File: src/cacheSettings.svh
`ifndef CACHE_SETTINGS_SVH
`define CACHE_SETTINGS_SVH

// byte address presented with each command
`define CACHE_ADDR_W 32

// geometry of the four-way data cache
`define CACHE_SETS 64
`define CACHE_WAYS 4
`define CACHE_LINE_BYTES 64

// width of a read result and of write data
`define CACHE_WORD_W 32

// address split: tag | index | offset
`define CACHE_OFFSET_W 6
`define CACHE_INDEX_W 6
`define CACHE_TAG_W 26

// LRU position per way, 0 is most recent
`define CACHE_LRU_W 2

`endif

File: src/cachePkg.sv
`include "cacheSettings.svh"

package cachePkg;

  typedef enum logic [2:0]
  {
    opIdle,
    opRead,
    opWrite,
    opInsert,
    opInit
  } cacheOp_e;

  typedef enum logic [1:0]
  {
    szByte,
    szHalf,
    szWord
  } accessSize_e;

  typedef logic [`CACHE_LINE_BYTES*8-1:0] cacheLine_t;

  // one way of a set, 30 bits
  typedef struct packed
  {
    logic [`CACHE_TAG_W-1:0] tag;
    logic [`CACHE_LRU_W-1:0] lru;
    logic valid;
    logic dirty;
  } wayTag_t;

  typedef wayTag_t [`CACHE_WAYS-1:0] tagSet_t;   // whole tag memory word

  typedef logic [`CACHE_WAYS-1:0] wayMask_t;

  typedef struct packed
  {
    cacheOp_e op;
    logic [`CACHE_ADDR_W-1:0] addr;
    accessSize_e size;
    logic [`CACHE_WORD_W-1:0] writeData;
  } cacheReq_t;

  typedef struct packed
  {
    logic hit;
    logic [`CACHE_WORD_W-1:0] readData;
    logic evictDirty;                      // only meaningful on insert
    logic [`CACHE_ADDR_W-1:0] evictAddr;
  } cacheResp_t;

endpackage

File: src/lruUpdate.sv
`include "cacheSettings.svh"

module lruUpdate (
  input  cachePkg::tagSet_t                              oldSet,
  input  cachePkg::wayMask_t                             touched,
  output logic [`CACHE_WAYS-1:0][`CACHE_LRU_W-1:0]       newLru
);

  logic [`CACHE_LRU_W-1:0] touchedPos;

  // old position of the touched way, at most one bit of touched is set
  always_comb
  begin
    touchedPos = '0;
    for (int w = 0; w < `CACHE_WAYS; w++)
    begin
      if (touched[w])
        touchedPos = oldSet[w].lru;
    end
  end

  always_comb
  begin
    for (int w = 0; w < `CACHE_WAYS; w++)
    begin
      if (touched == '0)
        newLru[w] = oldSet[w].lru;                  // nothing touched
      else if (touched[w])
        newLru[w] = '0;
      else if (oldSet[w].lru < touchedPos)
        newLru[w] = oldSet[w].lru + 1'b1;           // ages by one
      else
        newLru[w] = oldSet[w].lru;
    end
  end

endmodule

File: src/tagControl.sv
`include "cacheSettings.svh"

module tagControl (
  input  logic                        clk,
  input  logic                        rstN,
  input  cachePkg::cacheOp_e          op,
  input  logic [`CACHE_ADDR_W-1:0]    addr,
  input  cachePkg::tagSet_t           tagSet,
  output logic                        tagWe,
  output cachePkg::tagSet_t           newTagSet,
  output cachePkg::wayMask_t          hitWays,
  output cachePkg::wayMask_t          wayWe,
  output logic                        hit,
  output logic                        evictDirty,
  output logic [`CACHE_ADDR_W-1:0]    evictAddr
);

  logic [`CACHE_TAG_W-1:0]                  addrTag;
  logic                                     isAccess;
  cachePkg::wayMask_t                       tagMatch;
  cachePkg::wayMask_t                       lruWay;
  cachePkg::wayMask_t                       touched;
  logic [`CACHE_WAYS-1:0][`CACHE_LRU_W-1:0] newLru;
  logic [`CACHE_TAG_W-1:0]                  victimTag;
  logic                                     victimDirty;

  assign addrTag  = addr[`CACHE_ADDR_W-1 -: `CACHE_TAG_W];
  assign isAccess = (op == cachePkg::opRead) || (op == cachePkg::opWrite);

  always_comb
  begin
    for (int w = 0; w < `CACHE_WAYS; w++)
    begin
      tagMatch[w] = tagSet[w].valid && (tagSet[w].tag == addrTag);
      lruWay[w]   = (tagSet[w].lru == '1);     // oldest way is the victim
    end
  end

  assign hitWays = isAccess ? tagMatch : '0;
  assign touched = isAccess ? tagMatch : ((op == cachePkg::opInsert) ? lruWay : '0);

  lruUpdate lruUpdate0 (
    .oldSet  (tagSet),
    .touched (touched),
    .newLru  (newLru)
  );

  always_comb
  begin
    newTagSet = tagSet;
    for (int w = 0; w < `CACHE_WAYS; w++)
    begin
      newTagSet[w].lru = newLru[w];
      case (op)
        cachePkg::opWrite:
        begin
          if (tagMatch[w])
            newTagSet[w].dirty = 1'b1;
        end
        cachePkg::opInsert:
        begin
          if (lruWay[w])
          begin
            newTagSet[w].tag   = addrTag;
            newTagSet[w].valid = 1'b1;
            newTagSet[w].dirty = 1'b0;
          end
        end
        cachePkg::opInit:
          newTagSet[w] = '{tag: '0, lru: `CACHE_LRU_W'(w), valid: 1'b0, dirty: 1'b0};
        default:
          ;
      endcase
    end
  end

  // a read rewrites the set too, that is how its LRU change lands
  assign tagWe = (op != cachePkg::opIdle);

  always_comb
  begin
    case (op)
      cachePkg::opWrite:  wayWe = tagMatch;
      cachePkg::opInsert: wayWe = lruWay;
      default:            wayWe = '0;
    endcase
  end

  always_comb
  begin
    victimTag   = '0;
    victimDirty = 1'b0;
    for (int w = 0; w < `CACHE_WAYS; w++)
    begin
      if (lruWay[w])
      begin
        victimTag   = victimTag | tagSet[w].tag;
        victimDirty = victimDirty | (tagSet[w].valid && tagSet[w].dirty);
      end
    end
  end

  assign hit        = isAccess && (tagMatch != '0);
  assign evictDirty = (op == cachePkg::opInsert) && victimDirty;
  assign evictAddr  = (op == cachePkg::opInsert) ?
                      {victimTag, {`CACHE_OFFSET_W{1'b0}}} : '0;

  // inserts never leave two valid copies of one tag in a set
  hitOneHot: assert property (@(posedge clk) disable iff (!rstN)
    $onehot0(hitWays));

  // init and every LRU update keep the positions a permutation
  victimUnique: assert property (@(posedge clk) disable iff (!rstN)
    (op == cachePkg::opInsert) |-> $onehot(lruWay));

endmodule

File: config.mk
export PLATFORM = sky130hd
export DESIGN_NAME = tagControl
export DESIGN_NICKNAME = d
export VERILOG_FILES = /design/src/cachePkg.sv /design/src/lruUpdate.sv /design/src/tagControl.sv
export VERILOG_INCLUDE_DIRS = /design/src /design/src/src
export SDC_FILE = /design/constraint.sdc
export NUM_CORES = 1
export LEC_CHECK = 0
export BUFFER_PORTS_ARGS = -buffer_cell sky130_fd_sc_hd__buf_2
export CORE_AREA = 2 2 124 126
export DETAILED_ROUTE_END_ITERATION = 7
export DIE_AREA = 0 0 126 128
export GPL_ROUTABILITY_DRIVEN = 0
export PLACE_DENSITY_LB_ADDON = 0.12
export SETUP_SLACK_MARGIN = 0.4
export SYNTH_ARGS = -nofsm -noshare
export SYNTH_HDL_FRONTEND = slang
export SYNTH_SLANG_ARGS = --single-unit
File: constraint.sdc
create_clock -name vclk -period 10.21
set_input_delay 2.042 -clock vclk [all_inputs]
set_output_delay 2.042 -clock vclk [all_outputs]
set_load 0.01 [all_outputs]
==> results of run 1 <==
-- logic make-up (layout without fill, tap and decap cells) --
logic type	count (synthesis)	count (layout)	synth area share, %
other	1	10	0.0883
muxes	5	5	1.18
and+or+nand+nor	411	411	45.2
xor gates and xnor gates	104	104	21.5
AOI/OAI and AO/OA	130	130	20.7
buffers and inverters	88	322	9.05
adders and majority gates	8	8	2.36
-- final timing paths --
path	startpoint	end	slack (ns)	cells past startpoint
worst max-delay path	addr[22]	newTagSet[93]	2.62	16
worst min-delay path	tagSet[90]	newTagSet[90]	4.40	4
-- cells in the mapped netlist (all sizes together), types with 3 or more instances --
library cell	n
nand2	215
a21oi	33
ha	8
o21a	4
nor3	4
inv	6
nor4b	3
or2	5
a22oi	52
buf	37
o21ai	24
and2	4
nor2	11
xor2	30
nor4	11
xnor2	74
nand3	114
mux2i	5
clkbuf	45
or4	3
nand4	28
-- power by group through the flow --
stage / sequential [mW] / combinational, mW / clock (mW)
2_1_floorplan: 0 / 0.150 / 0
5_1_grt: 0 / 0.297 / 0.0000000525
6_report: 0 / 0.274 / 0.0000000525
4_1_cts: 0 / 0.273 / 0
3_5_place_dp: 0 / 0.272 / 0
3_3_place_gp: 0 / 0.272 / 0
-- cell type report --
type | count | area (sq um)
fillers | 1782 | 9100
diodes | 4 | 10.0
well taps | 188 | 235
inverters | 6 | 22.5
multi-input cells | 664 | 3890
repair buffers | 316 | 1610
-- per-layer routing --
layer,GRT usage [%],up-vias,wire [um]
li1,-,3075,-
met1,35.4,2965,9730
met2,53.7,340,12900
met3,4.13,20,2070
met4,4.07,4,321
met5,0,-,26
-- worst max-delay path: cells and delay by family --
family                     cells  cell delay [ns]
xor gates and xnor gates       1             0.17
adders and majority gates      1             0.25
muxes                          2             0.32
and+or+nand+nor                5             1.64
buffers and inverters          2             0.35
AOI/OAI and AO/OA              5             0.76
==> metrics, run 1 <==
vias per cell=5.44; # resized after CTS=0; Hold-fix buffers, CTS=0; post-synthesis sequential area ratio=0%; ranking of synthesized cells by area=nand2_1, xnor2_1, nand3_1; Syn Inst Count=747; Final WS setup=2.62 ns; Sw Pwr=0.168 mW; port buffer count=306; Synth Cell Area=4250 sq um; top cell type's share of synthesized area=18.9%; Finish-stage setup viols=0; DR WL/cell=21.3 um; post-place setup slack=2.68 ns; first-pass GRT wire length=36100 um; Final Max Slew Viols=0; period utilization=74.4%; endpoints failing hold=0; setup repair after global routing missed its margin=false; LEAKAGE=2.97 nW; full die area=16100 sq um; Crit Path Category=in2out; GRT overflow=0; Layout clock buffers=0; part of the power in registers=0%; DRT Pass-1 Iters=5; row cnt=45; power per cell area=47.6 nW/um^2; DR iter-0 viols=465; Reg area=0 sq um; total negative setup slack=0 ns; slowest stage cell on the critical path=nor4_4; worst hold slack=4.40 ns; Synth warnings=0; outcome=finished, final reports clean; initial antenna violation count=6; Starting Density=28.6%; area growth from synthesis to layout=35.7%; CP Data Arrival Time=5.55 ns; fin crit period=7.59 ns; Least-Margin Pin Slew=1.14 ns; cell accounting for the most synthesized area=nand2_1; slowest stage delay, CP=0.49 ns; share of cells above drive strength 1=33.7%; placed cell count=1174; Hold Path Class=in2out; Worst EP required=8.17 ns; Sw Ratio=61.3%; P_int=0.106 mW; design area=5760 sq um; commonest non-fill, non-tap cell in the layout=buf_2; MaxCap Viol Count=0; total power draw=0.274 mW; Die Y=128 um; Syn Area/Cell=5.68 sq um; commonest cells after routing, fill and taps aside=buf_2, nand2_1, nand3_1; core footprint=14900 sq um; Cell variety after synth=54; fin cells=1178; final WL=25000 um; vias in the first global route=5877; vias=6404; Clk pwr share=0%; CP max FO=8; cell chain of the critical path=buf_2 > xor2_1 > nor4_1 > nand3_1 > nor4_4 > o21ai_0 > o21ai_0 > mux2i_1 > nor2_1 > a21oi_1 > ha_1 > nor4b_1 > o2bb2ai_1 > mux2i_1 > o21ai_1 > buf_2; post-CTS setup buffers=0; Die W=126 um; detailed-route DRC error count=0; crit path launch type=primary input; maximum vdd ir drop=0.0000218 V; Finished Core Util=38.8%; dpl hpwl=20200 um; Total Routing Usage GR=28.7%; Slew headroom=23.6%; combinational share of power=100.0%; Worst setup EP type=output port; # IOs=320; seq_cells=0; Layout Nets=1153; DRT antenna net count=0; fmax=0.132 GHz; largest net degree at the start of global routing=76; placed inst area=5750 sq um
(Power assumes the default switching activity.)
==> run 2, diff against run 1 <==
==> constraint.sdc (replaced) <==
create_clock -name vclk -period 7.55
set_input_delay 1.51 -clock vclk [all_inputs]
set_output_delay 1.51 -clock vclk [all_outputs]
set_load 0.01 [all_outputs]
==> run 2 against run 1 <==
  * Design area about the same
  * Utilization about the same
  * Sequential cell count did not move
  * Highest routed layer unchanged
  * Via count fell by 0.47%
  * Wire length is 0.29% lower
  * Combinational power grew 35%
  * Critical path depth shrank 2
  * Clock-buffer cell count unchanged
==> metrics, run 2 (synthesis results as in run 1) <==
LEAKAGE=2.97 nW (about the same); setup repair after global routing missed its margin=false; area growth from synthesis to layout=35.6% (about the same); commonest non-fill, non-tap cell in the layout=buf_2; fmax=0.154 GHz; CP max FO=8 (unchanged); vias=6374 (-0.47%); fin cells=1176 (-0.17%); total power draw=0.370 mW (+35%); final WL=25000 um (-0.29%); number of fill cells=1772 (-0.56%); vias in the first global route=5930 (+0.90%); Slew headroom=23.7% (+0.11 points); port buffer count=306 (unchanged); DRT antenna net count=0 (unchanged); Total Routing Usage GR=28.4% (-0.25 points); outcome=finished, final reports clean; seq_cells=0 (unchanged); multi-input logic area=3890 sq um (unchanged); power per cell area=64.4 nW/um^2 (+35%); maximum vdd ir drop=0.0000271 V (+24%); Finish-stage setup viols=0 (unchanged); detailed-route DRC error count=0 (unchanged); Hold Path Class=in2out; Final Max Slew Viols=0 (unchanged); CP Data Arrival Time=4.99 ns (-0.56 ns); first-pass GRT wire length=35700 um (-1.1%); DRT Pass-1 Iters=5 (unchanged); total negative setup slack=0 ns (unchanged); period utilization=86.1%; post-CTS setup buffers=0 (unchanged); placed inst area=5750 sq um (unchanged); GRT overflow=0 (unchanged); Crit Path Category=in2out; dpl hpwl=20200 um (-0.11%); Worst EP required=6.04 ns (-2.13 ns); crit path launch type=primary input; endpoints failing hold=0 (unchanged); MaxCap Viol Count=0 (unchanged); Least-Margin Pin Slew=1.14 ns (-0.00164 ns); Die W=126 um (unchanged); share of cells above drive strength 1=33.7% (unchanged); # IOs=320 (unchanged); fin crit period=6.50 ns; initial antenna violation count=4 (-2); design area=5760 sq um (about the same); full die area=16100 sq um (unchanged); core footprint=14900 sq um (unchanged); Crit. Startpoint=addr[19]; Hold-fix buffers, CTS=0 (unchanged); Die Y=128 um (unchanged); # resized after CTS=0 (unchanged); DR WL/cell=21.2 um (-0.12%); vias per cell=5.42 (-0.30%); commonest cells after routing, fill and taps aside=buf_2, nand2_1, nand3_1; Starting Density=28.6% (unchanged); worst hold slack=3.34 ns (-1.06 ns); Layout clock buffers=0 (unchanged); Reg area=0 sq um (unchanged); worst hold start=tagSet[90]; Worst setup EP type=output port; placed cell count=1174 (unchanged); Layout Nets=1153 (unchanged); DR iter-0 viols=455 (-2.2%); largest net degree at the start of global routing=84 (+11%); row cnt=45 (unchanged)
run 2: changes by cell type in the layout (fill, tap and decap cells not counted):
cell | previous run | this run
diode_2 | 4 | 2
run 2: cell type report:
type                       count  share of cell area (%)
inverter                       6                   0.391
tap                          188                    4.09
multi-input combinational    664                    67.5
timing repair buffer         316                    27.9
antenna                        2                  0.0869
run 2: per-stage QoR:
step	setup slack (ns)	utilization, %
4_1_cts	1.11	38.7
5_1_grt	0.796	38.7
3_5_place_dp	1.12	38.7
6_report	1.05	38.7
3_3_place_gp	1.09	38.7
2_1_floorplan	1.80	-
run 2: per-layer routing:
layer	GRT usage, %	routed length, um
met4	7.76	703
met3	4.59	1840
met5	0	18
met1	34.7	9990
met2	51.5	12400
run 2: worst max-delay path, cell delays in order:
cell	delay (ns)
buf_2	0.18
xnor2_1	0.37
nand4_1	0.15
nor4_1	0.56
nand2_1	0.23
o21ai_1	0.49
nor2_1	0.08
a21oi_1	0.35
ha_1	0.34
nand2_1	0.07
nor2_1	0.05
a211oi_1	0.25
mux2i_1	0.21
buf_2	0.15
run 2: final timing paths:
path            end  slack [ns]  cells past startpoint
min   newTagSet[90]        3.34                      4
max   newTagSet[33]        1.05                     14
run 2: power breakdown:
group / switching [mW] / internal [mW] / total, mW / leakage, nW
clock network: 0 / 0.0000000356 / 0.0000000356 / 0.0000127
logic: 0.227 / 0.143 / 0.370 / 2.97
registers: 0 / 0 / 0 / 0
total: 0.227 / 0.143 / 0.370 / 2.97
