`src/cacheSettings.svh`:
```
`ifndef CACHE_SETTINGS_SVH
`define CACHE_SETTINGS_SVH

// byte address presented with each command
`define CACHE_ADDR_W 32

// geometry of the four-way data cache
`define CACHE_SETS 64
`define CACHE_WAYS 4
`define CACHE_LINE_BYTES 64

// width of a read result and of write data
`define CACHE_WORD_W 32

// address split: tag | index | offset
`define CACHE_OFFSET_W 6
`define CACHE_INDEX_W 6
`define CACHE_TAG_W 26

// LRU position per way, 0 is most recent
`define CACHE_LRU_W 2

`endif

```
`src/cachePkg.sv`:
```
`include "cacheSettings.svh"

package cachePkg;

  typedef enum logic [2:0]
  {
    opIdle,
    opRead,
    opWrite,
    opInsert,
    opInit
  } cacheOp_e;

  typedef enum logic [1:0]
  {
    szByte,
    szHalf,
    szWord
  } accessSize_e;

  typedef logic [`CACHE_LINE_BYTES*8-1:0] cacheLine_t;

  // one way of a set, 30 bits
  typedef struct packed
  {
    logic [`CACHE_TAG_W-1:0] tag;
    logic [`CACHE_LRU_W-1:0] lru;
    logic valid;
    logic dirty;
  } wayTag_t;

  typedef wayTag_t [`CACHE_WAYS-1:0] tagSet_t;   // whole tag memory word

  typedef logic [`CACHE_WAYS-1:0] wayMask_t;

  typedef struct packed
  {
    cacheOp_e op;
    logic [`CACHE_ADDR_W-1:0] addr;
    accessSize_e size;
    logic [`CACHE_WORD_W-1:0] writeData;
  } cacheReq_t;

  typedef struct packed
  {
    logic hit;
    logic [`CACHE_WORD_W-1:0] readData;
    logic evictDirty;                      // only meaningful on insert
    logic [`CACHE_ADDR_W-1:0] evictAddr;
  } cacheResp_t;

endpackage

```
`src/byteMerge.sv`:
```
`include "cacheSettings.svh"

module byteMerge (
  input  cachePkg::cacheLine_t          line,
  input  logic [`CACHE_OFFSET_W-1:0]    offset,
  input  cachePkg::accessSize_e         size,
  input  logic [`CACHE_WORD_W-1:0]      writeData,
  output cachePkg::cacheLine_t          merged
);

  logic [3:0]                   sizeMask;
  logic [`CACHE_LINE_BYTES-1:0] byteEn;
  cachePkg::cacheLine_t         shifted;

  // byte enables of the access before it is moved to its offset
  always_comb
  begin
    case (size)
      cachePkg::szByte: sizeMask = 4'b0001;
      cachePkg::szHalf: sizeMask = 4'b0011;
      default:          sizeMask = 4'b1111;
    endcase
  end

  // enables and data move together, one byte per offset step
  assign byteEn  = `CACHE_LINE_BYTES'(sizeMask) << offset;
  assign shifted = cachePkg::cacheLine_t'(writeData) << {offset, 3'b000};

  always_comb
  begin
    for (int b = 0; b < `CACHE_LINE_BYTES; b++)
    begin
      if (byteEn[b])
        merged[b*8 +: 8] = shifted[b*8 +: 8];
      else
        merged[b*8 +: 8] = line[b*8 +: 8];      // untouched byte
    end
  end

endmodule

```
`config.mk`:
```
export PLATFORM = sky130hd
export DESIGN_NAME = byteMerge
export DESIGN_NICKNAME = d
export VERILOG_FILES = /design/src/cachePkg.sv /design/src/byteMerge.sv
export VERILOG_INCLUDE_DIRS = /design/src /design/src/src
export SDC_FILE = /design/constraint.sdc
export NUM_CORES = 1
export LEC_CHECK = 0
export BUFFER_PORTS_ARGS = -buffer_cell sky130_fd_sc_hd__buf_4
export CELL_PAD_IN_SITES_DETAIL_PLACEMENT = 1
export CELL_PAD_IN_SITES_GLOBAL_PLACEMENT = 2
export CORE_AREA = 2 2 409 411
export DETAILED_ROUTE_END_ITERATION = 7
export DIE_AREA = 0 0 411 413
export PLACE_DENSITY = 0.43
export SLEW_MARGIN = 20
export SYNTH_ARGS = -nofsm -noshare
export SYNTH_HDL_FRONTEND = slang
export SYNTH_SLANG_ARGS = --single-unit
```
`constraint.sdc`:
```
create_clock -name vclk -period 1.58
set_input_delay 0.158 -clock vclk [all_inputs]
set_output_delay 0.158 -clock vclk [all_outputs]
set_load 0.01 [all_outputs]
```
==> summary.txt, run 1 <==
Layout
  • Footprint of the multi-input gates: 11,500 um^2
  • Final instance area: 29,000 um^2
  • Layout cell share with drive strength beyond 1: 0.881
  • FF/Latch Area: 0 um^2
  • Filler instances: 19,300
  • Seq cells: 0
  • CLK BUF: 0
  • Syn-to-layout area delta: 224%
  • Final nets: 3,113
  • Final core occ: 0.175

Global routing
  • Vias in the first global route: 16,800
  • Initial antenna violation count: 62
  • Largest net degree at the start of global routing: 21
  • Gr usage total: 0.163
  • Gr ovfl total: 0
  • First-pass GRT wire length: 182,000 um

Drt
  • Vias/cell: 3.28
  • Vias: approximately 16,000
  • First-pass DRT Iterations: 4
  • Routed Antenna Nets: 0
  • Drt drc: 0
  • Initial detailed-routing violation count: about 550
  • Total Wirelength: approximately 150,000 um
  • Routed len/inst: 30.8 um

Flow run
  • Max-cap violation count: 0

Floorplanning
  • Core area: 166,000 um^2
  • Num rows: 150
  • Die Y: ~410 um
  • Die W: 411 um
  • Initial Util: 0.0538
  • Ports: 1,064
  • Die area: 170,000 um^2

Critical path
  • CP Capture Type: output port
  • Crit path required time: 1.42 ns
  • Most frequent CP cell: buf_12
  • Highest-delay cell along the critical path: or4_4
  • Crit Path Max Fanout: 8
  • Critical Path Source: offset[4]
  • Critical Path Sink: merged[2]
  • Delay of the slowest critical-path stage: 0.53 ns
  • Worst endpoint data arrival time: 1.96 ns
  • Crit start category: input pin
  • Worst path cell trace: buf_12 -> buf_12 -> or3_4 -> buf_6 -> or4_4 -> mux2_4 -> buf_8
  • Critical setup path kind: input pin to output port

Synth
  • Synth unique cells: 70
  • Syn Nets: ~1,700
  • Post-synthesis simple-gate area fraction: 0.169
  • Post-Synth XOR/XNOR Area: 0
  • Synthesis warning total: 0
  • Syn Inst Count: about 1,100
  • Main combinational cell family by area after synthesis: multiplexers
  • Synth cell count leaders: mux2_2, nand2_1, o21ai_0
  • Sequential element share of the synthesized area: 0
  • Mapped Avg Cell Area: roughly 8.0 um^2
  • Synth Area in Adders: 0
  • Leading area contributor after synthesis: mux2_2
  • Top cells by area, synth: mux2_2, nand2_1, o21ai_0
  • Synth Area in Compound Gates: 0.258
  • Multiplexer share of the synthesized area: 0.528
  • Most instantiated library cell after synthesis: mux2_2
  • Syn Std Cell Area: approximately 8900 um^2
  • Top cell type's share of synthesized area: 0.434

Power
  • Power density cells: 315 nW/um^2
  • Pleak: between 10 and 15 nW
  • VDD IR max: 0.0000737 V

Timing
  • Slew headroom: 0.606
  • Fmax: 0.472 GHz
  • Final Cycle Share: 1.34
  • Final TNS setup: -203.25 ns
  • Slew Viols, Final: 0
  • Worst-Margin Slew: between 0.5 and 0.6 ns
  • PnR worst setup slack: -0.539 ns
  • Final hold slack: 0.586 ns
  • Hold Violations, Final: 0
  • RSZ-0062 raised after global routing: true
  • Final min period: 2.12 ns
  • Finish-stage setup viols: about 500

Min path
  • HP Start: line[280]
  • Worst hold path type: input pin to output port

Status
  • Failing checks: negative setup slack
  • Status: finished with violations

Placed design
  • Gpl congestion: 0.812
  • Port Buffers: 1,064
  • Dpl hpwl: 131,000 um
  • Area after DPL: about 25,000 um^2
[through the flow]
| stage | total power [mW] | cells | setup slack, ns |
|---|---|---|---|
| 5_1_grt | 9.57 | 4764 | -0.578 |
| 3_3_place_gp | 8.12 | 4680 | -1.81 |
| 4_1_cts | 8.94 | 4742 | -0.613 |
| 3_5_place_dp | 8.11 | 4681 | -0.948 |
| 2_1_floorplan | 2.69 | 1118 | -0.184 |
| 6_report | 9.11 | 4775 | -0.539 |
[layer usage]
metal | global-route usage | up-vias | wire [um]
met2 | 0.319 | 561 | 80600
met4 | 0.0177 | 58 | 2270
met3 | 0.0394 | 136 | 9580
met5 | 0 | - | 351
li1 | - | 7216 | -
met1 | 0.180 | 7701 | 54300
[worst max-delay path: cells and delay by family]
family                 cells  cell delay, ns
buffers and inverters      4            0.52
multiplexers               1            0.35
AND/OR/NAND/NOR            2            0.93
[how the worst min path moves through the flow]
stage / to / slack, ns / depth (start not counted)
after floorplan: merged[26] / 0.42 / 2
after global placement: merged[219] / 0.59 / 4
after detailed placement: merged[219] / 0.60 / 4
after CTS: merged[280] / 0.59 / 4
after global routing: merged[280] / 0.61 / 4
final: merged[280] / 0.59 / 4
[where the power goes]
group / switching [mW] / internal, mW / total [mW]
sequential: 0 / 0 / 0
combinational: 4.28 / 4.83 / 9.11
clock: 0 / 0.000000829 / 0.000000829
[cell families (layout without fill, tap and decap cells)]
group / after synthesis / in the layout
simple gates: 309 / 309
mux: 424 / 424
other cells: 0 / 12
buf+inv: 79 / 1520
compound gates: 306 / 306
[layout by cell type, fill, tap and decap left out, drive strengths merged, types with 17 or more instances in the layout]
cell,netlist,layout
buf,50,1511
nand2,186,186
o22ai,17,17
o2bb2ai,39,39
mux2i,49,49
nand2b,18,18
nor2,53,53
o21ai,138,138
a221o,24,24
mux2,375,375
[final cells by class]
type	count	share of cell area
multi-input cells	1039	0.398
inverters	2	0.000389
diodes	12	0.00104
repair buffers	1518	0.505
well taps	2204	0.0952
[what timing repair did]
item	4_1_cts	5_1_grt
endpoints found under the setup margin	512	512
endpoints found under the hold margin	0	0
pin swaps	50	52
buffers inserted	62	30
cloned	9	2
hold buffers	0	0
resized for setup	399	267
No activity file was read; power rests on OpenSTA's default activity.
==> run 2: changes to the inputs <==
ABC_AREA = 1   (was not set)
CORE_AREA = 2 2 411 413   (was 2 2 409 411)
DIE_AREA = 0 0 413 415   (was 0 0 411 413)
PLACE_DENSITY = 0.49   (was 0.43)
TNS_END_PERCENT = 10   (was not set)
==> summary.txt, run 2 <==
Timing
  • Final min period: 1.92 ns (was 2.12 ns)
  • Final TNS setup: -107.55 ns (was -203.25 ns)
  • Slew headroom: 0.686 (was 0.606)
  • Slew Viols, Final: 0 (unchanged)
  • Hold Violations, Final: 0 (unchanged)
  • Worst-Margin Slew: 0.471 ns (was 0.589 ns)
  • PnR worst setup slack: -0.339 ns (was -0.539 ns)
  • Fmax: 0.521 GHz (was 0.472 GHz)
  • Final hold slack: 0.590 ns (was 0.586 ns)
  • RSZ-0062 raised after global routing: true (unchanged)
  • Finish-stage setup viols: 512 (unchanged)
  • Final Cycle Share: 1.21 (was 1.34)

Layout
  • Final nets: 4,215 (was 3,113)
  • Most frequent cells in the layout: buf_4, nand2_1, nand3_1 (was buf_4, buf_6, mux2_4)
  • CLK BUF: 0 (unchanged)
  • Layout cell share with drive strength beyond 1: 0.553 (was 0.881)
  • Syn-to-layout area delta: 183% (was 224%)
  • FF/Latch Area: 0 um^2 (unchanged)
  • Seq cells: 0 (unchanged)
  • Most common cell after layout, fill and taps aside: buf_4 (unchanged)
  • Final instance area: 27,700 um^2 (was 29,000 um^2)

Critical path
  • Worst path cell trace: buf_16 -> buf_12 -> nor2_4 -> inv_2 -> nand2_4 -> nand2_8 -> buf_6 -> a21oi_4 -> buf_12 -> buf_12 -> nand3_2 -> nand2_2 -> buf_4 (was buf_12 -> buf_12 -> or3_4 -> buf_6 -> or4_4 -> mux2_4 -> buf_8)
  • Worst endpoint data arrival time: 1.76 ns (was 1.96 ns)
  • Worst path bufs/invs: 7 (was 4)
  • Highest-delay cell along the critical path: buf_12 (was or4_4)
  • Top Family by Delay on Critical Path: buffers and inverters (was simple AND/OR/NAND/NOR gates)
  • Crit start category: input pin (unchanged)
  • Crit Path Max Fanout: 8 (unchanged)
  • CP Capture Type: output port (unchanged)
  • Critical setup path kind: input pin to output port (unchanged)
  • Crit path required time: 1.42 ns (about the same)
  • Most frequent CP cell: buf_12 (unchanged)
  • Delay of the slowest critical-path stage: 0.15 ns (was 0.53 ns)

Placed design
  • Area after DPL: 24,600 um^2 (was 25,000 um^2)
  • Pre-CTS setup slack: -1.05 ns (was -0.948 ns)
  • Port Buffers: 1,064 (unchanged)
  • Gpl congestion: 0.850 (was 0.812)
  • Dpl hpwl: 133,000 um (was 131,000 um)

Floorplanning
  • Die W: 413 um (was 411 um)
  • Die area: 171,000 um^2 (was 170,000 um^2)
  • Ports: 1,064 (unchanged)
  • Core area: 167,000 um^2 (was 166,000 um^2)
  • Num rows: 150 (unchanged)
  • Initial Util: 0.0589 (was 0.0538)
  • Die Y: 415 um (was 413 um)

Status
  • Status: finished with violations (unchanged)
  • Failing checks: negative setup slack (unchanged)

Synth
  • Sequential element share of the synthesized area: 0 (unchanged)
  • Synth unique cells: 31 (was 70)
  • Syn Nets: 2,754 (was 1,670)
  • Syn Std Cell Area: 9810 um^2 (was 8930 um^2)
  • Top cell type's share of synthesized area: 0.527 (was 0.434)
  • Leading area contributor after synthesis: nand2_1 (was mux2_2)
  • Mapped Avg Cell Area: 4.46 um^2 (was 7.99 um^2)
  • Synth cell count leaders: nand2_1, nand3_1, o21ai_1 (was mux2_2, nand2_1, o21ai_0)
  • Synthesis warning total: 0 (unchanged)
  • Syn Inst Count: 2,202 (was 1,118)
  • Top cells by area, synth: nand2_1, nand3_1, o21ai_1 (was mux2_2, nand2_1, o21ai_0)
  • Most instantiated library cell after synthesis: nand2_1 (was mux2_2)

Global routing
  • Initial antenna violation count: 31 (was 62)
  • First-pass GRT wire length: 192,000 um (was 182,000 um)
  • Largest net degree at the start of global routing: 30 (was 21)
  • Gr ovfl total: 0 (unchanged)
  • Vias in the first global route: 21,400 (was 16,800)
  • Gr usage total: 0.162 (was 0.163)

Drt
  • Vias: 20,600 (was 15,700)
  • Vias/cell: 3.50 (was 3.28)
  • Routed Antenna Nets: 0 (unchanged)
  • Routed len/inst: 25.3 um (was 30.8 um)
  • Total Wirelength: 149,000 um (was 147,000 um)
  • First-pass DRT Iterations: 4 (unchanged)
  • Initial detailed-routing violation count: 851 (was 548)
  • Drt drc: 0 (unchanged)

Power
  • Pleak: 13.9 nW (was 13.0 nW)
  • Total power: 8.74 mW (was 9.11 mW)
  • Power density cells: 315 nW/um^2 (about the same)
  • VDD IR max: 0.000100 V (was 0.0000737 V)

Flow run
  • Max-cap violation count: 0 (unchanged)

Min path
  • Hold path endpoint: merged[510] (was merged[280])
  • Cells on Worst Hold Path: 4 (unchanged)
  • Worst hold path type: input pin to output port (unchanged)
  • HP Start: line[510] (was line[280])
## run 2: cell count changes after synthesis, moves of 53 or more
cell	before	now
mux2_2	344	0
o21ai_0	135	82
o21ai_1	2	122
nand4_1	0	56
nand3_1	2	213
nand2_1	182	1378
## run 2: repair_timing
action                     CTS  global route
buffers inserted            26            27
hold buffers                 0             0
cloned                       5             6
setup endpoints to repair  512           512
resized for setup          265           413
pin swaps                   34            90
## run 2: kinds of logic (layout without fill, tap and decap cells)
logic type | count (synthesis) | in the layout | synth area share
AOI/OAI and AO/OA | 238 | 238 | 0.129
buffers and inverters | 177 | 1634 | 0.0863
other | 0 | 11 | 0
and+or+nand+nor | 1787 | 1789 | 0.785
## run 2: per-stage QoR
step,cells,utilization
final,5876,0.166
after global routing,5870,0.166
after CTS,5837,0.156
after detailed placement,5808,0.148
after global placement,5808,0.148
after floorplan,2202,-
## run 2: worst max path at each step
| stage | from | slack (ns) | depth (start not counted) | endpoint |
|---|---|---|---|---|
| after floorplan | offset[1] | 0.03 | 6 | merged[104] |
| after global placement | offset[0] | -1.05 | 11 | merged[351] |
| after detailed placement | offset[0] | -1.05 | 9 | merged[121] |
| after CTS | offset[0] | -0.41 | 14 | merged[498] |
| after global routing | offset[0] | -0.39 | 13 | merged[176] |
| final | offset[0] | -0.34 | 13 | merged[180] |
## run 2: area by class of cell
cell class         count  area [um^2]
diodes                11         27.5
fillers            20600       139000
inverters             65          325
multi-input cells   2027        10700
well taps           2204         2760
repair buffers      1569        14000
## run 2: per-layer routing
| layer | wire (um) | global-route usage |
|---|---|---|
| met1 | 58200 | 0.184 |
| met2 | 81600 | 0.324 |
| met3 | 6470 | 0.0221 |
| met4 | 2390 | 0.0163 |
| met5 | 68 | 0 |
## run 2: power by group
group | total [mW] | leakage [nW] | switching [mW] | internal (mW)
clock | 0.000000862 | 0.0000727 | 0 | 0.000000862
sequential | 0 | 0 | 0 | 0
combinational | 8.74 | 13.9 | 4.64 | 4.11
total | 8.74 | 13.9 | 4.64 | 4.11
