==> src/cacheSettings.svh <==
`ifndef CACHE_SETTINGS_SVH
`define CACHE_SETTINGS_SVH

// byte address presented with each command
`define CACHE_ADDR_W 32

// geometry of the four-way data cache
`define CACHE_SETS 64
`define CACHE_WAYS 4
`define CACHE_LINE_BYTES 64

// width of a read result and of write data
`define CACHE_WORD_W 32

// address split: tag | index | offset
`define CACHE_OFFSET_W 6
`define CACHE_INDEX_W 6
`define CACHE_TAG_W 26

// LRU position per way, 0 is most recent
`define CACHE_LRU_W 2

`endif

==> src/cachePkg.sv <==
`include "cacheSettings.svh"

package cachePkg;

  typedef enum logic [2:0]
  {
    opIdle,
    opRead,
    opWrite,
    opInsert,
    opInit
  } cacheOp_e;

  typedef enum logic [1:0]
  {
    szByte,
    szHalf,
    szWord
  } accessSize_e;

  typedef logic [`CACHE_LINE_BYTES*8-1:0] cacheLine_t;

  // one way of a set, 30 bits
  typedef struct packed
  {
    logic [`CACHE_TAG_W-1:0] tag;
    logic [`CACHE_LRU_W-1:0] lru;
    logic valid;
    logic dirty;
  } wayTag_t;

  typedef wayTag_t [`CACHE_WAYS-1:0] tagSet_t;   // whole tag memory word

  typedef logic [`CACHE_WAYS-1:0] wayMask_t;

  typedef struct packed
  {
    cacheOp_e op;
    logic [`CACHE_ADDR_W-1:0] addr;
    accessSize_e size;
    logic [`CACHE_WORD_W-1:0] writeData;
  } cacheReq_t;

  typedef struct packed
  {
    logic hit;
    logic [`CACHE_WORD_W-1:0] readData;
    logic evictDirty;                      // only meaningful on insert
    logic [`CACHE_ADDR_W-1:0] evictAddr;
  } cacheResp_t;

endpackage

==> src/byteSelect.sv <==
`include "cacheSettings.svh"

module byteSelect (
  input  cachePkg::cacheLine_t          line,
  input  logic [`CACHE_OFFSET_W-1:0]    offset,
  input  cachePkg::accessSize_e         size,
  output logic [`CACHE_WORD_W-1:0]      value
);

  // each stage keeps 4 extra bytes so an access may straddle a boundary
  logic [543:0] padded;
  logic [287:0] sel32;
  logic [159:0] sel16;
  logic [95:0]  sel8;
  logic [63:0]  sel4;
  logic [47:0]  sel2;
  logic [39:0]  sel1;

  assign padded = {32'b0, line};   // bytes past the line end read as zero
  assign sel32  = offset[5] ? padded[543:256] : padded[287:0];
  assign sel16  = offset[4] ? sel32[287:128] : sel32[159:0];
  assign sel8   = offset[3] ? sel16[159:64] : sel16[95:0];
  assign sel4   = offset[2] ? sel8[95:32] : sel8[63:0];
  assign sel2   = offset[1] ? sel4[63:16] : sel4[47:0];
  assign sel1   = offset[0] ? sel2[47:8] : sel2[39:0];

  always_comb
  begin
    case (size)
      cachePkg::szByte: value = {24'b0, sel1[7:0]};
      cachePkg::szHalf: value = {16'b0, sel1[15:0]};
      default:          value = sel1[31:0];
    endcase
  end

endmodule

==> config.mk <==
export PLATFORM = sky130hd
export DESIGN_NAME = byteSelect
export DESIGN_NICKNAME = d
export VERILOG_FILES = /design/src/cachePkg.sv /design/src/byteSelect.sv
export VERILOG_INCLUDE_DIRS = /design/src /design/src/src
export SDC_FILE = /design/constraint.sdc
export NUM_CORES = 1
export LEC_CHECK = 0
export ABC_AREA = 1
export BUFFER_PORTS_ARGS = -buffer_cell sky130_fd_sc_hd__buf_2
export CELL_PAD_IN_SITES_DETAIL_PLACEMENT = 2
export CELL_PAD_IN_SITES_GLOBAL_PLACEMENT = 2
export CORE_MARGIN = 2
export CORE_UTILIZATION = 16
export DETAILED_ROUTE_END_ITERATION = 16
export GPL_TIMING_DRIVEN = 0
export PLACE_DENSITY_LB_ADDON = 0.05
export SLEW_MARGIN = 25
export SYNTH_ARGS = -nofsm -noshare
export SYNTH_HDL_FRONTEND = slang
export SYNTH_SLANG_ARGS = --single-unit
==> constraint.sdc <==
create_clock -name vclk -period 1.9
set_clock_uncertainty 0.2 [all_clocks]
set_input_delay 0.38 -clock vclk [all_inputs]
set_output_delay 0.38 -clock vclk [all_outputs]
set_load 0.02 [all_outputs]
==> results.md, run 1 <==
- Status: finished, violations left
- Failing checks: negative setup slack
- Die W: 231.2 µm
- CP max FO: 7
- Seq. cell area: 0 µm²
- Synth warn: 0
- Final wirelength: 79350 µm
- Switching share of power: 0.6195
- Clkbuf count: 0
- Post-Place Worst Slack: -1516 ps
- Post-Syn Area: 8262 µm²
- Syn nets: 2474
- Hold Path Class: input pin to output port
- Worst Tran Pin Value: 903.4 ps
- Adder-cell share of the synthesized area: 0
- # port buffers: 546
- Vias per inst: between 4 and 5
- Seq cells: 0
- DIE AREA: 53470 µm²
- PwrDens: approximately 290 nW/µm²
- Largest area contributor in the netlist: nand2_1
- # hold bufs at CTS: 0
- Seq/Total Area, Yosys: 0
- Power Internal: 1.634 mW
- Area Overhead vs Synth: 79.33%
- Starting density of the core: 0.1614
- Placed wire-length estimate: 66760 µm
- Setup crit start kind: input pin
- Maximum vdd drop: 0.09734 mV
- Synth top area share: 0.4662
- Clock power share: 0
- Netlist cell types: 18
- Number of routed nets with antenna violations: 0
- IO Pins: between 500 and 600
- MaxCap Viol Count: 0
- Post-synthesis simple-gate area fraction: 0.7748
- FP Rows: 83
- Final Hold Viols: 0
- Final period util: 1.435
- Slew Viols, Final: 0
- Rel. slew slack: 0.3977
- Critical path type: input pin to output port
- CP endpoint kind: output port
- Synth top area cells: nand2_1 47%, nand3_1 28%, inv_1 10%
- Core ar.: between 50000 and 60000 µm²
- Highest Clock Rate: 0.3669 GHz
- GRT Residual Overflow: 0
- Number of global-route vias before repair: 16570
- Comb pwr share: 1.000
- DRC violations left: 0
- Utilization after layout: 0.2894
- Minimum clock period: approximately 2700 ps
- Chip Height: about 230 µm
- Mux share of post-synthesis cell area: 0
- Setup Viol. Count Final: 32
- Largest family of logic cells by synthesized area: simple AND/OR/NAND/NOR gates
- Final worst slack: -825.7 ps
- First-pass GRT wire length: 111700 µm
- Xor-xnor portion of the synthesized cell area: 0
- Via count: around 15000
- Unrepaired setup endpoints after global routing: true
- Post-Syn Instances: ~2000
- Required time worst endpoint: approximately 1300 ps
- DRT iter0 DRCs: ~630
- WL per Instance: 24.72 µm
- Initial antenna violation count: 14
- Largest net degree at the start of global routing: 11
- Placer Congestion: 0.8964
- Nets: 3042
- GR Util All Layers: 0.2870
- Layout cells sized above 1: 0.4151
- Critical path arrival: 2150 ps
- Sequential power share: 0
- First-pass iteration count of the detailed router: 4
- Compound-Gate Fraction of Synth Area: 0.02484
- Psw: 2.661 mW
- Cell leakage power: 8.661 nW
- Synthesized area per cell: approximately 4.2 µm²
## placed cells by master, fill, tap and decap left out, types with 2 or more instances in the layout
master	synthesis	routed
buf_2	68	533
o211ai_1	12	12
nor2_4	0	19
nand2_4	0	15
buf_1	28	7
nor2_2	1	13
clkbuf_1	15	6
inv_2	3	2
o21ai_0	10	3
clkbuf_2	0	9
nand3_1	465	310
clkbuf_4	0	5
buf_16	0	7
buf_8	1	15
inv_1	223	223
buf_4	18	38
buf_12	0	18
nand3_4	0	32
nor2_1	56	25
nand2_2	0	135
nand3_2	0	123
o21ai_1	4	10
diode_2	0	10
nand2_1	1026	876
clkbuf_16	0	2
buf_6	13	66
a21oi_4	0	8
## worst paths after layout
kind,startpoint,to,slack [ps],cells after the start
worst max-delay path,offset[5],value[23],-830,17
worst min-delay path,size[1],value[20],1040,4
## synth_stat cells
cell type / number
a21oi_1: 9
inv_6: 1
buf_2: 68
buf_8: 1
nand3_1: 465
o211ai_1: 12
inv_1: 223
o21ai_0: 10
buf_1: 28
nand2_1: 1026
buf_6: 13
or2_2: 1
o21ai_1: 4
nor2_2: 1
nor2_1: 56
buf_4: 18
inv_2: 3
clkbuf_1: 15
## cell families (layout without fill, tap and decap cells)
kind of cell	count (synthesis)	in the layout
AOI/OAI and AO/OA	35	35
buffers and inverters	370	936
and+or+nand+nor	1549	1549
other	0	10
## repair_timing
action	4_1_cts	5_1_grt
setup buffers	11	0
endpoints found under the setup margin	32	32
pin swaps	33	83
gates cloned	7	2
resized for setup	385	218
## worst max-delay path, stage by stage
cell and delay (ps):
buf_16 150, clkinv_16 110, buf_16 160, buf_8 140, buf_16 150, buf_6 120
nand2_2 50, nand2_2 40, nand2_2 50, nand3_2 80, nand3_2 90, nand3_2 120
nand2_1 110, nand2_1 60, nand2_2 110, nor2_4 40, buf_6 130
## final cells by class
cell class / count / area, µm²
Fill cell: 6565 / 36380
Tap cell: 680 / 850.8
Multi-Input combinational cell: 1584 / 8347
Inverter: 227 / 883.3
Antenna cell: 10 / 25.02
Buffer: 143 / 1404
Timing Repair Buffer: 566 / 3306
## power by group through the flow
stage	Sequential, mW	Combinational (mW)	Clock (mW)
after floorplan	0	1.83	0
after global placement	0	3.48	0
after detailed placement	0	3.53	0
after CTS	0	4.05	0
after global routing	0	4.65	0.000000494
final	0	4.29	0.000000706
## metal layers
layer / wire, µm / GRT usage / part of all wire
met1: 33460 / 0.3502 / 0.42
met3: 3845 / 0.03999 / 0.048
met4: 2752 / 0.09375 / 0.035
met2: 39240 / 0.5141 / 0.49
met5: 46 / 0 / 0.00058
## per-stage QoR
step / total power [mW] / std cells / hold WS, ps / setup TNS, ps / instance area, µm²
CTS: 4.049 / 3198 / 1058 / -25180 / 13910
floorplan: 1.832 / 1954 / 882.7 / -6188 / 8636
detailed placement: 3.533 / 3180 / 1083 / -42550 / 12220
global placement: 3.482 / 3180 / 1086 / -40980 / 12220
global route: 4.650 / 3207 / 1069 / -26940 / 14810
finish: 4.295 / 3210 / 1042 / -24710 / 14820
Note: power is estimated with default switching activity, not from simulation.
==> run 2: changes to the inputs <==
Settings changed: PLACE_DENSITY_LB_ADDON 0.05 to 0.1.
==> run 2 against run 1 <==
- the run still ends with negative setup slack left
- routed wire length about the same
- first-iteration DRC count increased by 15%
- hold slack improved by 4.3 ps
- via count increased by 1.1%
- sequential share of layout area unchanged
==> results.md, run 2 (same netlist as run 1, synthesis figures left out) <==
- WL per Instance: 24.82 µm (+0.42%)
- Largest net degree at the start of global routing: 12 (+1)
- Post-Place Worst Slack: -1486 ps (+30.34 ps)
- Crit path cell chain: buf_16 -> clkinv_16 -> buf_12 -> buf_8 -> nand2_1 -> nand3_1 -> nand2_1 -> nand2_1 -> nand3_2 -> nand2_1 -> nand2_1 -> nand2_1 -> nand2_1 -> nand2_2 -> buf_4
- Maximum vdd drop: 0.09489 mV (-2.5%)
- CP bufs+invs: 5 (-2)
- Status: finished, violations left
- Seq cells: 0 (unchanged)
- Placer Congestion: 0.9160 (+2.2%)
- Number of routed nets with antenna violations: 0 (unchanged)
- Critical Path Max Stage Delay: 170 ps (about the same)
- Final Cell Area: 14660 µm² (-1.0%)
- Commonest non-fill, non-tap cell in the layout: nand2_1
- Final worst slack: -768.8 ps (+56.92 ps)
- DIE AREA: 53470 µm² (unchanged)
- Highest Clock Rate: 0.3747 GHz (+2.1%)
- Minimum clock period: 2669 ps (-56.92 ps)
- Final Hold Viols: 0 (unchanged)
- CP max FO: 10 (+3)
- Core ar.: 51200 µm² (unchanged)
- Critical path arrival: 2090 ps (-60 ps)
- MaxCap Viol Count: 0 (unchanged)
- PwrDens: 289.8 nW/µm² (about the same)
- First-pass iteration count of the detailed router: 6 (+2)
- Final wirelength: 79420 µm (about the same)
- DRC violations left: 0 (unchanged)
- Worst Tran Pin Value: 910.1 ps (+6.671 ps)
- # hold bufs at CTS: 0 (unchanged)
- Top Family by Delay on Critical Path: simple AND/OR/NAND/NOR gates
- Chip Height: 231.2 µm (unchanged)
- Final period util: 1.405 (-0.02996)
- Failing checks: negative setup slack
- Placed wire-length estimate: 66150 µm (-0.91%)
- Number of global-route vias before repair: 16730 (+0.91%)
- FP Rows: 83 (unchanged)
- Vias per inst: 4.735 (+1.5%)
- Starting density of the core: 0.1614 (unchanged)
- TNS Setup: -22850 ps (+1859 ps)
- CP startpoint: offset[5]
- Via count: 15150 (+1.1%)
- DRT iter0 DRCs: 726 (+15%)
- Setup crit start kind: input pin
- Initial antenna violation count: 13 (-1)
- Layout cells sized above 1: 0.4039 (-0.01118)
- IO Pins: 552 (unchanged)
- Setup Viol. Count Final: 32 (unchanged)
- Unrepaired setup endpoints after global routing: true
- Required time worst endpoint: 1320 ps (about the same)
- # port buffers: 546 (unchanged)
- GRT Residual Overflow: 0 (unchanged)
- Utilization after layout: 0.2864 (-0.002957)
- HP Start: size[1]
- Placed Instance Area: 12220 µm² (unchanged)
- Most frequent cells in the layout: 906 x nand2_1, 533 x buf_2, 306 x nand3_1, 223 x inv_1, 127 x nand3_2
- Cell leakage power: 8.613 nW (-0.56%)
- Area Overhead vs Synth: 77.50%
- GR Util All Layers: 0.2838 (-0.003208)
- Slew Viols, Final: 0 (unchanged)
- CP endpoint kind: output port
- Clkbuf count: 0 (unchanged)
- Rel. slew slack: 0.3933 (-0.004447)
- Hold Path Class: input pin to output port
- Die W: 231.2 µm (unchanged)
- CP most frequent cell: nand2_1
- Seq. cell area: 0 µm² (unchanged)
- First-pass GRT wire length: 111800 µm (about the same)
- Critical path type: input pin to output port
- Total power: 4.249 mW (-1.1%)
- Nets: 3035 (-0.23%)
- Slowest stage cell, crit path: buf_12
[run 2: cell types whose count changed in the layout (fill, tap and decap cells not counted), sizes merged]
cell / change
buf: -14
bufbuf: -1
clkbuf: +7
diode: -4
inv: +1
[run 2: power breakdown]
part           internal (mW)  switching [mW]
Clock            0.000000423               0
Sequential                 0               0
Combinational           1.60            2.65
Total                   1.60            2.65
[run 2: worst paths after layout]
check / end / slack (ps) / cells past startpoint
setup / recovery: value[4] / -770 / 15
hold / removal: value[19] / 1050 / 4
[run 2: layer usage]
layer	vias up	global-route usage	routed length, µm
li1	7162	-	-
met1	7387	0.3479	33400
met2	479	0.5276	39700
met3	105	0.03051	3934
met4	14	0.06169	2316
met5	-	0	66
[run 2: area by class of cell]
type	instances	area, µm²
fillers	6595	36530
inverters	227	885.9
multi-input cells	1584	8250
repair buffers	558	3171
repair inverters	1	8.758
well taps	680	850.8
diodes	6	15.01
plain buffers	143	1483
[run 2: per-stage QoR]
step,hold WS [ps],std cells
final,1046,3199
after global routing,1069,3198
after CTS,1053,3185
after detailed placement,1076,3180
after global placement,1078,3180
after floorplan,882.7,1954
[run 2: what timing repair did]
item / in CTS / in global routing
buffers inserted: 1 / 1
gates cloned: 4 / 7
endpoints found under the hold margin: 0 / 0
gates resized for setup: 386 / 190
endpoints found under the setup margin: 32 / 32
pin swaps: 39 / 36
==> run 3: changes to the inputs <==
Settings changed: TNS_END_PERCENT from default to 1.
==> run 3 against run 2 <==
- routed wire length about the same
- the run still ends with negative setup slack left
- critical path type unchanged
- final cell count is 0.13% higher
- hold slack lost 7.0 ps
==> results.md, run 3 (same netlist as run 1, synthesis figures left out) <==
- Initial antenna violation count: 12 (-1)
- First-pass GRT wire length: 110100 µm (-1.5%)
- Seq. cell area: 0 µm² (unchanged)
- CP endpoint kind: output port
- Placed Instance Area: 12100 µm² (-1.0%)
- Final Hold Viols: 0 (unchanged)
- Placed wire-length estimate: 67280 µm (+1.7%)
- Final worst slack: -826.3 ps (-57.49 ps)
- Highest Clock Rate: 0.3668 GHz (-2.1%)
- Core ar.: 51200 µm² (unchanged)
- FP Rows: 83 (unchanged)
- DRT iter0 DRCs: 654 (-9.9%)
- Minimum clock period: 2726 ps (+57.49 ps)
- Setup crit start kind: input pin
- Maximum vdd drop: 0.08927 mV (-5.9%)
- # hold bufs at CTS: 0 (unchanged)
- Failing checks: negative setup slack
- WL per Instance: 24.81 µm (about the same)
- Total power: 4.049 mW (-4.7%)
- Setup Viol. Count Final: 32 (unchanged)
- Commonest non-fill, non-tap cell in the layout: nand2_1
- Starting density of the core: 0.1614 (unchanged)
- DRC violations left: 0 (unchanged)
- # port buffers: 546 (unchanged)
- Clock power share: 0 (unchanged)
- Final period util: 1.435 (+0.03026)
- Rel. slew slack: 0.4137 (+0.02039)
- Sequential power share: 0 (unchanged)
- Nets: 3033 (-0.066%)
- Chip Height: 231.2 µm (unchanged)
- Cell leakage power: 8.382 nW (-2.7%)
- PwrDens: 291.5 nW/µm² (+0.61%)
- Unrepaired setup endpoints after global routing: true
- Final wirelength: 79460 µm (about the same)
- GR Util All Layers: 0.2856 (+0.001748)
- Required time worst endpoint: 1320 ps (about the same)
- Critical path type: input pin to output port
- Die W: 231.2 µm (unchanged)
- Clkbuf count: 0 (unchanged)
- Slew Viols, Final: 0 (unchanged)
- Most frequent cells in the layout: 955 x nand2_1, 538 x buf_2, 373 x nand3_1, 222 x inv_1, 87 x nand3_2
- Number of routed nets with antenna violations: 0 (unchanged)
- IO Pins: 552 (unchanged)
- Placer Congestion: 0.9352 (+2.1%)
- Psw: 2.544 mW (-3.9%)
- Worst Tran Pin Value: 879.5 ps (-30.58 ps)
- Seq cells: 0 (unchanged)
- Vias per inst: 4.642 (-2.0%)
- Final Cell Area: 13890 µm² (-5.3%)
- Power Internal: 1.505 mW (-6.1%)
- Hold Path Class: input pin to output port
- Number of global-route vias before repair: 16280 (-2.6%)
- Status: finished, violations left
- Largest net degree at the start of global routing: 11 (-1)
- First-pass iteration count of the detailed router: 5 (-1)
- Comb pwr share: 1.000 (about the same)
- Critical path arrival: 2150 ps (+60 ps)
- MaxCap Viol Count: 0 (unchanged)
- Via count: 14870 (-1.8%)
- Area Overhead vs Synth: 68.11%
- Hold Crit Depth: 4 (unchanged)
- CP max FO: 10 (unchanged)
- DIE AREA: 53470 µm² (unchanged)
- Layout cells sized above 1: 0.3572 (-0.04667)
- Utilization after layout: 0.2713 (-0.01515)
- Switching share of power: 0.6284 (+0.005502)
- GRT Residual Overflow: 0 (unchanged)
[run 3: cell types whose count changed in the layout (fill, tap and decap cells not counted), moves of 12 or more]
| cell | before | now |
|---|---|---|
| nand3_2 | 127 | 87 |
| nand3_4 | 32 | 5 |
| buf_8 | 13 | 25 |
| nand3_1 | 306 | 373 |
| nand2_2 | 112 | 64 |
| nand2_1 | 906 | 955 |
[run 3: per-layer routing]
layer,GRT usage,part of all wire,up-vias
met2,0.5154,0.50,451
li1,-,-,7166
met4,0.1048,0.038,0
met3,0.03248,0.042,101
met5,0,0,-
met1,0.3455,0.42,7149
[run 3: what timing repair did]
| action | CTS | global route |
|---|---|---|
| gates cloned | 6 | 2 |
| setup buffers | 3 | 0 |
| resized for setup | 410 | 44 |
| endpoints found under the setup margin | 32 | 32 |
| pin swaps | 52 | 17 |
[run 3: cell type report]
type	instances	area [µm²]
antenna	12	30.03
buffer	143	1416
fill	6708	37310
inverter	227	870.8
multi-input combinational	1584	7584
tap	680	850.8
timing repair buffer	556	3128
timing repair inverter	1	8.758
[run 3: through the flow]
stage | instances | hold slack (ps) | setup slack, ps | setup TNS, ps
after detailed placement | 3180 | 1088 | -1493 | -44220
after global routing | 3201 | 1056 | -891.7 | -27110
final | 3203 | 1039 | -826.3 | -24710
after floorplan | 1954 | 870.2 | -231.8 | -6792
after global placement | 3180 | 1085 | -1492 | -44850
after CTS | 3189 | 1038 | -799.6 | -24600
[run 3: path summary, 6_finish.rpt]
check | from | end | slack [ps]
worst max-delay path | offset[5] | value[17] | -830
worst min-delay path | size[1] | value[20] | 1040
[run 3: power groups by stage]
stage / clock [mW] / combinational, mW / sequential [mW]
6_report: 0.000000822 / 4.05 / 0
3_3_place_gp: 0 / 3.47 / 0
3_5_place_dp: 0 / 3.51 / 0
5_1_grt: 0.000000675 / 4.37 / 0
2_1_floorplan: 0 / 1.79 / 0
4_1_cts: 0 / 4.00 / 0
[run 3: critical path: stages]
cell,delay [ps]
buf_16,150
inv_16,70
buf_16,170
buf_12,160
nand2_1,60
nand3_1,200
nand3_2,160
nand2_1,60
nand2_1,80
nand3_1,110
nand2_2,140
nor2_2,60
nor2_4,160
buf_6,140
